File: src/include/ir_decoder_params.svh
`ifndef IR_DECODER_PARAMS_SVH
`define IR_DECODER_PARAMS_SVH

// address halves of the eight known remotes
`define REMOTE_ADDR_0 16'h807F
`define REMOTE_ADDR_1 16'h40BF
`define REMOTE_ADDR_2 16'hC03F
`define REMOTE_ADDR_3 16'h20DF
`define REMOTE_ADDR_4 16'hA05F
`define REMOTE_ADDR_5 16'h609F
`define REMOTE_ADDR_6 16'hE01F
`define REMOTE_ADDR_7 16'h10EF

// key bytes shared by all remotes, command n is KEY_BYTE_n
`define KEY_BYTE_0  8'h12
`define KEY_BYTE_1  8'h01
`define KEY_BYTE_2  8'h02
`define KEY_BYTE_3  8'h03
`define KEY_BYTE_4  8'h04
`define KEY_BYTE_5  8'h05
`define KEY_BYTE_6  8'h06
`define KEY_BYTE_7  8'h07
`define KEY_BYTE_8  8'h08
`define KEY_BYTE_9  8'h09
`define KEY_BYTE_10 8'h0A
`define KEY_BYTE_11 8'h1E
`define KEY_BYTE_12 8'h1F
`define KEY_BYTE_13 8'h1A
`define KEY_BYTE_14 8'h10
`define KEY_BYTE_15 8'h0C

// settle window in data-ready cycles
`define WINDOW_BEGIN 48
`define WINDOW_END   58

// bus address of the result register
`define DECODER_ADDR 32'hFFFF_1410

// result word with nothing captured
`define INVALID_WORD 32'h8000_0000

`endif

File: src/bus_pkg.sv
`default_nettype none

package bus_pkg;

	// data word on the processor bus
	typedef logic [31:0] bus_word_t;

	// byte address on the processor bus
	typedef logic [31:0] bus_addr_t;

	// access width of the load that reads the decoder
	// code 2'd3 has no name and is handled like a byte access
	typedef enum logic [1:0] {
		SEL_BYTE = 2'd0,
		SEL_HALF = 2'd1,
		SEL_WORD = 2'd2
	} access_sel_t;

endpackage

`default_nettype wire

File: src/ir_code_pkg.sv
`default_nettype none

package ir_code_pkg;

	// index of the remote that matched the address half
	typedef logic [2:0] remote_idx_t;

	// index of the key that matched the key half
	typedef logic [3:0] command_idx_t;

	// received word as the receiver front end hands it over
	typedef struct packed {
		logic [15:0] key;   // upper byte is the inverse of the lower byte
		logic [15:0] addr;  // remote address
	} ir_code_t;

	// low halfword of the result word, remote index at bit 0
	typedef struct packed {
		logic [12:0] zero;
		remote_idx_t remote;
	} remote_byte_t;

	// remote index shifted up by one for halfword access
	typedef struct packed {
		logic [11:0] zero;
		remote_idx_t remote;
		logic        lsb;
	} remote_half_t;

	// remote index shifted up by two for word access
	typedef struct packed {
		logic [10:0] zero;
		remote_idx_t remote;
		logic [1:0]  lsb;
	} remote_word_t;

	// one halfword, read in the layout chosen by the access select
	typedef union packed {
		remote_byte_t byte_f;
		remote_half_t half_f;
		remote_word_t word_f;
	} remote_field_u;

endpackage

`default_nettype wire

File: src/capture_if.sv
`timescale 1ns/1ps
`default_nettype none

interface capture_if import ir_code_pkg::*; ();

	logic         invalid;  // code not in the tables
	command_idx_t command;
	remote_idx_t  remote;
	logic         req;      // window open, latch the fields
	logic         ack;      // fields latched

	modport decode_mp (output invalid, output command, output remote);

	modport window_mp (output req, input ack);

	modport register_mp (
		input  invalid,
		input  command,
		input  remote,
		input  req,
		output ack
	);

endinterface

`default_nettype wire

File: src/code_register.sv
`timescale 1ns/1ps
`default_nettype none

`include "ir_decoder_params.svh"

module code_register import ir_code_pkg::*, bus_pkg::*; (
	input  logic           iCLK,
	input  logic           rst_n,
	input  access_sel_t    sel,
	input  logic           read_en,
	input  bus_addr_t      read_addr,
	output bus_word_t      read_data,
	capture_if.register_mp cap
);

	remote_field_u remote_field;
	bus_word_t     result_word;
	bus_word_t     code_q;     // word returned to the processor
	logic          ack_q;
	logic          addr_hit;

	// remote index aligned to the load width
	always_comb
	begin
		remote_field = '0;
		case (sel)
			SEL_HALF: remote_field.half_f.remote = cap.remote;
			SEL_WORD: remote_field.word_f.remote = cap.remote;
			default:  remote_field.byte_f.remote = cap.remote;  // byte and code 3
		endcase
	end

	assign result_word = {cap.invalid, 9'b0, cap.command, 2'b0, remote_field};

	assign addr_hit = read_en && (read_addr == `DECODER_ADDR);

	always_ff @(posedge iCLK or negedge rst_n)
	begin
		if (!rst_n)
		begin
			code_q <= `INVALID_WORD;
			ack_q  <= 1'b0;
		end
		else
		begin
			ack_q <= cap.req;  // follows req one edge later, both ways
			if (addr_hit)
				code_q <= `INVALID_WORD;  // read clears, capture on this edge is lost
			else if (cap.req && !ack_q)
				code_q <= result_word;
		end
	end

	assign cap.ack = ack_q;

	assign read_data = addr_hit ? code_q : '0;

endmodule

`default_nettype wire

File: src/ir_code_decode.sv
`timescale 1ns/1ps
`default_nettype none

`include "ir_decoder_params.svh"

module ir_code_decode import ir_code_pkg::*; (
	input  ir_code_t       ir_code,
	capture_if.decode_mp   cap
);

	localparam logic [15:0] REMOTE_TABLE [8] = '{
		`REMOTE_ADDR_0, `REMOTE_ADDR_1, `REMOTE_ADDR_2, `REMOTE_ADDR_3,
		`REMOTE_ADDR_4, `REMOTE_ADDR_5, `REMOTE_ADDR_6, `REMOTE_ADDR_7
	};

	localparam logic [7:0] KEY_TABLE [16] = '{
		`KEY_BYTE_0,  `KEY_BYTE_1,  `KEY_BYTE_2,  `KEY_BYTE_3,
		`KEY_BYTE_4,  `KEY_BYTE_5,  `KEY_BYTE_6,  `KEY_BYTE_7,
		`KEY_BYTE_8,  `KEY_BYTE_9,  `KEY_BYTE_10, `KEY_BYTE_11,
		`KEY_BYTE_12, `KEY_BYTE_13, `KEY_BYTE_14, `KEY_BYTE_15
	};

	logic         remote_hit;
	logic         key_hit;
	logic         inverse_ok;
	remote_idx_t  remote_idx;
	command_idx_t key_idx;

	always_comb
	begin
		remote_hit = 1'b0;
		remote_idx = '0;  // unknown remote reads back as remote 0
		for (int i = 0; i < 8; i++)
		begin
			if (!remote_hit && ir_code.addr == REMOTE_TABLE[i])
			begin
				remote_hit = 1'b1;
				remote_idx = remote_idx_t'(i);
			end
		end

		key_hit = 1'b0;
		key_idx = '0;
		for (int k = 0; k < 16; k++)
		begin
			if (!key_hit && ir_code.key[7:0] == KEY_TABLE[k])
			begin
				key_hit = 1'b1;
				key_idx = command_idx_t'(k);
			end
		end

		// upper key byte carries the complement as a check
		inverse_ok = (ir_code.key[15:8] == ~ir_code.key[7:0]);

		cap.invalid = !(remote_hit && key_hit && inverse_ok);
		cap.command = cap.invalid ? '0 : key_idx;
		cap.remote  = remote_idx;
	end

endmodule

`default_nettype wire

File: src/ir_decoder.sv
`timescale 1ns/1ps
`default_nettype none

module ir_decoder import ir_code_pkg::*, bus_pkg::*; (
	input  logic        iCLK,
	input  logic        rst_n,
	// receiver front end
	input  ir_code_t    ir_code,
	input  logic        ir_ready,
	// processor bus
	input  access_sel_t sel,
	input  logic        read_en,
	input  bus_addr_t   read_addr,
	output bus_word_t   read_data
);

	capture_if cap_if ();  // decoded fields plus req/ack

	// table lookup, purely combinational
	ir_code_decode i_ir_code_decode (
		.ir_code (ir_code),
		.cap     (cap_if.decode_mp)
	);

	// settle window on the data-ready level
	ready_window i_ready_window (
		.iCLK     (iCLK),
		.rst_n    (rst_n),
		.ir_ready (ir_ready),
		.cap      (cap_if.window_mp)
	);

	// result register on the bus
	code_register i_code_register (
		.iCLK      (iCLK),
		.rst_n     (rst_n),
		.sel       (sel),
		.read_en   (read_en),
		.read_addr (read_addr),
		.read_data (read_data),
		.cap       (cap_if.register_mp)
	);

endmodule

`default_nettype wire

File: src/ready_window.sv
`timescale 1ns/1ps
`default_nettype none

`include "ir_decoder_params.svh"

module ready_window (
	input  logic          iCLK,
	input  logic          rst_n,
	input  logic          ir_ready,
	capture_if.window_mp  cap
);

	localparam int CNT_W = $clog2(`WINDOW_END + 1);

	logic [CNT_W-1:0] ready_cnt;  // cycles with data-ready held high
	logic             in_window;
	logic             req_q;

	assign in_window = (ready_cnt >= CNT_W'(`WINDOW_BEGIN)) &&
	                   (ready_cnt < CNT_W'(`WINDOW_END));

	always_ff @(posedge iCLK or negedge rst_n)
	begin
		if (!rst_n)
		begin
			ready_cnt <= '0;
			req_q     <= 1'b0;
		end
		else
		begin
			if (!ir_ready)
				ready_cnt <= '0;  // level dropped, start over
			else if (ready_cnt < CNT_W'(`WINDOW_END))
				ready_cnt <= ready_cnt + 1'b1;
			else
				ready_cnt <= '0;  // wrap, window may open again

			// a fresh request only once the last ack has returned low
			req_q <= ir_ready && in_window && (req_q || !cap.ack);
		end
	end

	assign cap.req = req_q;

endmodule

`default_nettype wire
File: config.mk
export PLATFORM = sky130hd
export DESIGN_NAME = ir_decoder
export DESIGN_NICKNAME = d
export VERILOG_FILES = /design/src/bus_pkg.sv /design/src/ir_code_pkg.sv /design/src/capture_if.sv /design/src/code_register.sv /design/src/ir_code_decode.sv /design/src/ir_decoder.sv /design/src/ready_window.sv
export VERILOG_INCLUDE_DIRS = /design/src /design/src/include
export SDC_FILE = /design/constraint.sdc
export NUM_CORES = 1
export LEC_CHECK = 0
export BUFFER_PORTS_ARGS = -buffer_cell sky130_fd_sc_hd__buf_2
export CORE_MARGIN = 2
export CORE_UTILIZATION = 47
export CTS_BUF_LIST = sky130_fd_sc_hd__clkbuf_8 sky130_fd_sc_hd__clkbuf_16
export CTS_CLUSTER_SIZE = 16
export DETAILED_ROUTE_END_ITERATION = 6
export PLACE_DENSITY = 0.83
export SLEW_MARGIN = 20
export SYNTH_ARGS = -nofsm -noshare
export SYNTH_HDL_FRONTEND = slang
export SYNTH_SLANG_ARGS = --single-unit
export TNS_END_PERCENT = 30
File: constraint.sdc
create_clock -name iCLK -period 5.41 [get_ports iCLK]
set_input_delay 1.082 -clock iCLK [delete_from_list [all_inputs] [get_ports iCLK]]
set_output_delay 1.082 -clock iCLK [all_outputs]
set_load 0.03 [all_outputs]
==> summary.md <==
| Metric | Value |
|---|---|
| Status | `completed` |
| Fraction of the mapped netlist area in simple logic gates | `30.4%` |
| TritonCTS clock tree | `done` |
| Critical R2R Launch | `i_ready_window.cap.req$_DFF_PN0_` |
| Req. time, crit path | `4.33 ns` |
| Hold Path End | `i_code_register.cap.ack$_DFF_PN0_` |
| Number of antenna violations at the first check in global routing | `0` |
| DP HPWL | `3270 um` |
| Drt first pass iters | `4` |
| Async S/R FF share, synth | `100%` |
| Final worst slack | `1.15 ns` |
| Post-synth EDFFs | `0` |
| Die width | `64.4 um` |
| Delay-heaviest family, CP | `simple AND/OR/NAND/NOR gates` |
| Placer Congestion | `0.871` |
| Overflow after GRT | `0` |
| Post-Synth XOR/XNOR Area | `4.60%` |
| Rel. slew slack | `28.7%` |
| Min cycle time layout | `4.26 ns` |
| Slowest CP cell | `or4_4` |
| Post-synthesis average cell area | `8.12 sq um` |
| DRC | `0` |
| H-tree depth | `1` |
| Site row count | `21` |
| N_diodes | `0` |
| Crit path DAT | `3.18 ns` |
| Hold Startpoint | `i_ready_window.cap.req$_DFF_PN0_` |
| CP max stage delay | `0.55 ns` |
| Synth unique cells | `48` |
| TritonCTS Buffers | `3` |
| Vias in the first global route | `1563` |
| Final setup violation count | `0` |
| Reg2reg setup slack | `3.38 ns` |
| Critical path class | `primary input to output port` |
| Post-synthesis mux area share | `0.657%` |
| Mapped Area | `1710 sq um` |
| All-Layer GR Usage | `18.9%` |
| Worst-margin pin slew | `1.06 ns` |
| Crit Path Max Fanout | `17` |
| Crit-path cells | `buf_2 -> or4b_1 -> or4_4 -> nor3_4 -> and2_1 -> buf_2` |
| Buffers on Ports | `79` |
| Startpoint types | `primary input` |
| Starting Density | `50.2%` |
| Placement Setup Slack | `1.13 ns` |
| Root Driver | `clkbuf_8` |
| Vias after detailed routing | `1813` |
| Warnings, synthesis | `0` |
| Main combinational cell family by area after synthesis | `simple AND/OR/NAND/NOR gates` |
| Primary FF master, synth | `dfrtp_1` |
| Setup repair bufs after CTS | `0` |
| Hold Path Class | `register to register` |
| Final hold viol count | `0` |
| Area grow syn2layout | `22.3%` |
| Yosys reg bits | `18` |
| Total wire length | `4040 um` |
| Synth Area in Adders | `2.19%` |
| Clock sinks | `18` |
| Final critical-path share of the clock period | `78.7%` |
| Max clock buf depth | `2` |
| Worst path bufs/invs | `2` |
| RSZ-0062 raised after global routing | `no` |
| CP Capture Type | `output port` |
| Layout fillers | `323` |
| Reg2Reg Depth | `5` |
| Clock slew at reported path FFs | `0.07 ns` |
| Most used cell, CP | `buf_2` |
| Register area share after synthesis | `26.4%` |
| I/O Pins | `102` |
| Hold Slack | `0.433 ns` |
| DRT antenna net count | `0` |
| Syn Inst Count | `211` |
| Final net count | `357` |
| Area of the core | `3420 sq um` |
| Clk_skew | `0.00404 ns` |
| DR WL/cell | `12.3 um` |
| WHS Path Cells | `0` |
| Lkg Pwr | `0.00101 uW` |
| Compound-Gate Fraction of Synth Area | `21.2%` |
| Register area | `452 sq um` |
| Peak supply drop | `122 uV` |
| Slew Limit Fails | `0` |
| Achievable Freq | `235 MHz` |
| Post-cts resize count | `0` |
| Hold_buf cts | `0` |
| R2r endpoint | `i_code_register.code_q[31]$_DFFE_PN1P_` |
| Initial drt markers | `121` |
| Clock insertion delay at the later pin of the skew report | `0.26 ns` |
| Max Cap Viol | `0` |
| Pin count of the biggest net entering global routing | `19` |
| First-pass GRT wire length | `6400 um` |
| Die Footprint | `4150 sq um` |
| Area of the multi-input gates | `1090 sq um` |
| Die Height | `64.4 um` |
| Layout cells sized above 1 | `31.8%` |
| Number of vias per cell | `5.51` |
| TNS Setup | `0 ns` |
| PD cells | `161 nW/um^2` |
[state kept, by name, summed over array words and instances (netlist names)]
register                  flops
i_ready_window.ready_cnt      6
i_code_register.cap.ack       1
i_ready_window.cap.req        1
i_code_register.code_q       10
[per-stage QoR]
step           utilization [%]  area [sq um]  total power [uW]  cells
2_1_floorplan                -          1790               207    232
3_3_place_gp              59.7          2040               227    325
3_5_place_dp              59.7          2040               228    325
4_1_cts                   61.4          2100               337    329
5_1_grt                   61.4          2100               351    329
6_report                  61.4          2100               337    329
[cell type report]
type	instances	area share, %
clock buffer	4	2.63
inverter	11	1.97
multi-input combinational	171	52.2
sequential	18	21.6
tap	46	2.75
timing repair buffer	79	18.9
[metal layers]
layer	wire (um)	share of wire, %	GRT usage (%)	vias up
met4	34	0.84	5.59	0
met3	359	8.9	1.76	6
met1	1610	40	22.8	824
met2	2040	50	35.3	96
li1	-	-	-	887
met5	0	0	0	-
[layout by cell type, fill, tap and decap left out, types with 4 or more instances in the layout]
master and n:
a21oi_1 9, xor2_1 8, nand3_1 9, conb_1 22, nor2_1 12, nor2b_1 7
o2111ai_1 4, dfrtp_1 17, nand4_1 11, buf_2 79, o211ai_1 7, and2_1 9
clkbuf_8 4, nor4bb_1 6, inv_1 11, o21ai_0 8, o2bb2ai_1 4, nand2_1 10
a31oi_1 4, a211oi_1 5
[cell usage after synthesis (2+ instances only)]
library cell,n,share of area [%]
and3_1,3,1.1
buf_2,2,0.58
a211oi_1,5,2.2
nor2_1,12,2.6
o211ai_1,7,3.1
nor4bb_1,6,3.5
ha_1,3,2.2
o2bb2ai_1,4,2.0
nor3_1,3,0.88
nand3_1,9,2.6
and4_1,2,1.0
o21ai_0,8,2.3
o22ai_1,2,0.73
clkbuf_1,8,1.8
and2_1,9,3.3
a31oi_1,4,1.5
xor2_1,8,4.1
a21oi_1,9,2.6
nand2_1,10,2.2
o2111ai_1,4,2.0
nor4_1,2,0.73
nand4_1,11,4.0
buf_4,22,9.6
dfrtp_1,17,25
nor2b_1,7,2.6
or3_1,2,0.73
inv_1,11,2.4
[worst register-to-register path: cells and delay by family, from the launching register on]
kind            cells  cell delay, ns
simple gates        3            0.87
compound gates      2            0.70
flops               1            0.38
[worst max path at each step]
stage,depth (start not counted),startpoint,slack (ns),end
global placement,6,read_addr[6],1.16,read_data[1]
global route,6,read_addr[6],1.04,read_data[18]
finish,6,read_addr[6],1.15,read_data[2]
floorplan,3,read_addr[6],1.22,read_data[31]
CTS,6,read_addr[6],1.13,read_data[2]
detailed placement,6,read_addr[6],1.13,read_data[2]
[power by group]
| part | switching, uW | leakage (uW) | total [uW] | internal (uW) |
|---|---|---|---|---|
| logic | 53.9 | 0.000755 | 87.0 | 33.1 |
| clock network | 45.8 | 0.0000288 | 111 | 64.8 |
| registers | 1.97 | 0.000224 | 139 | 137 |
| total | 102 | 0.00101 | 337 | 235 |
[cells by family (layout without fill, tap and decap cells)]
family,after synthesis,count (layout)
AND/OR/NAND/NOR,84,84
AO/OA/AOI/OAI,52,52
buffers and inverters,43,94
flip-flops,18,18
XOR/XNOR,9,9
adder cells (fa/ha/maj),3,3
other,1,22
multiplexers,1,1
Note: power is estimated with default switching activity, not from simulation.
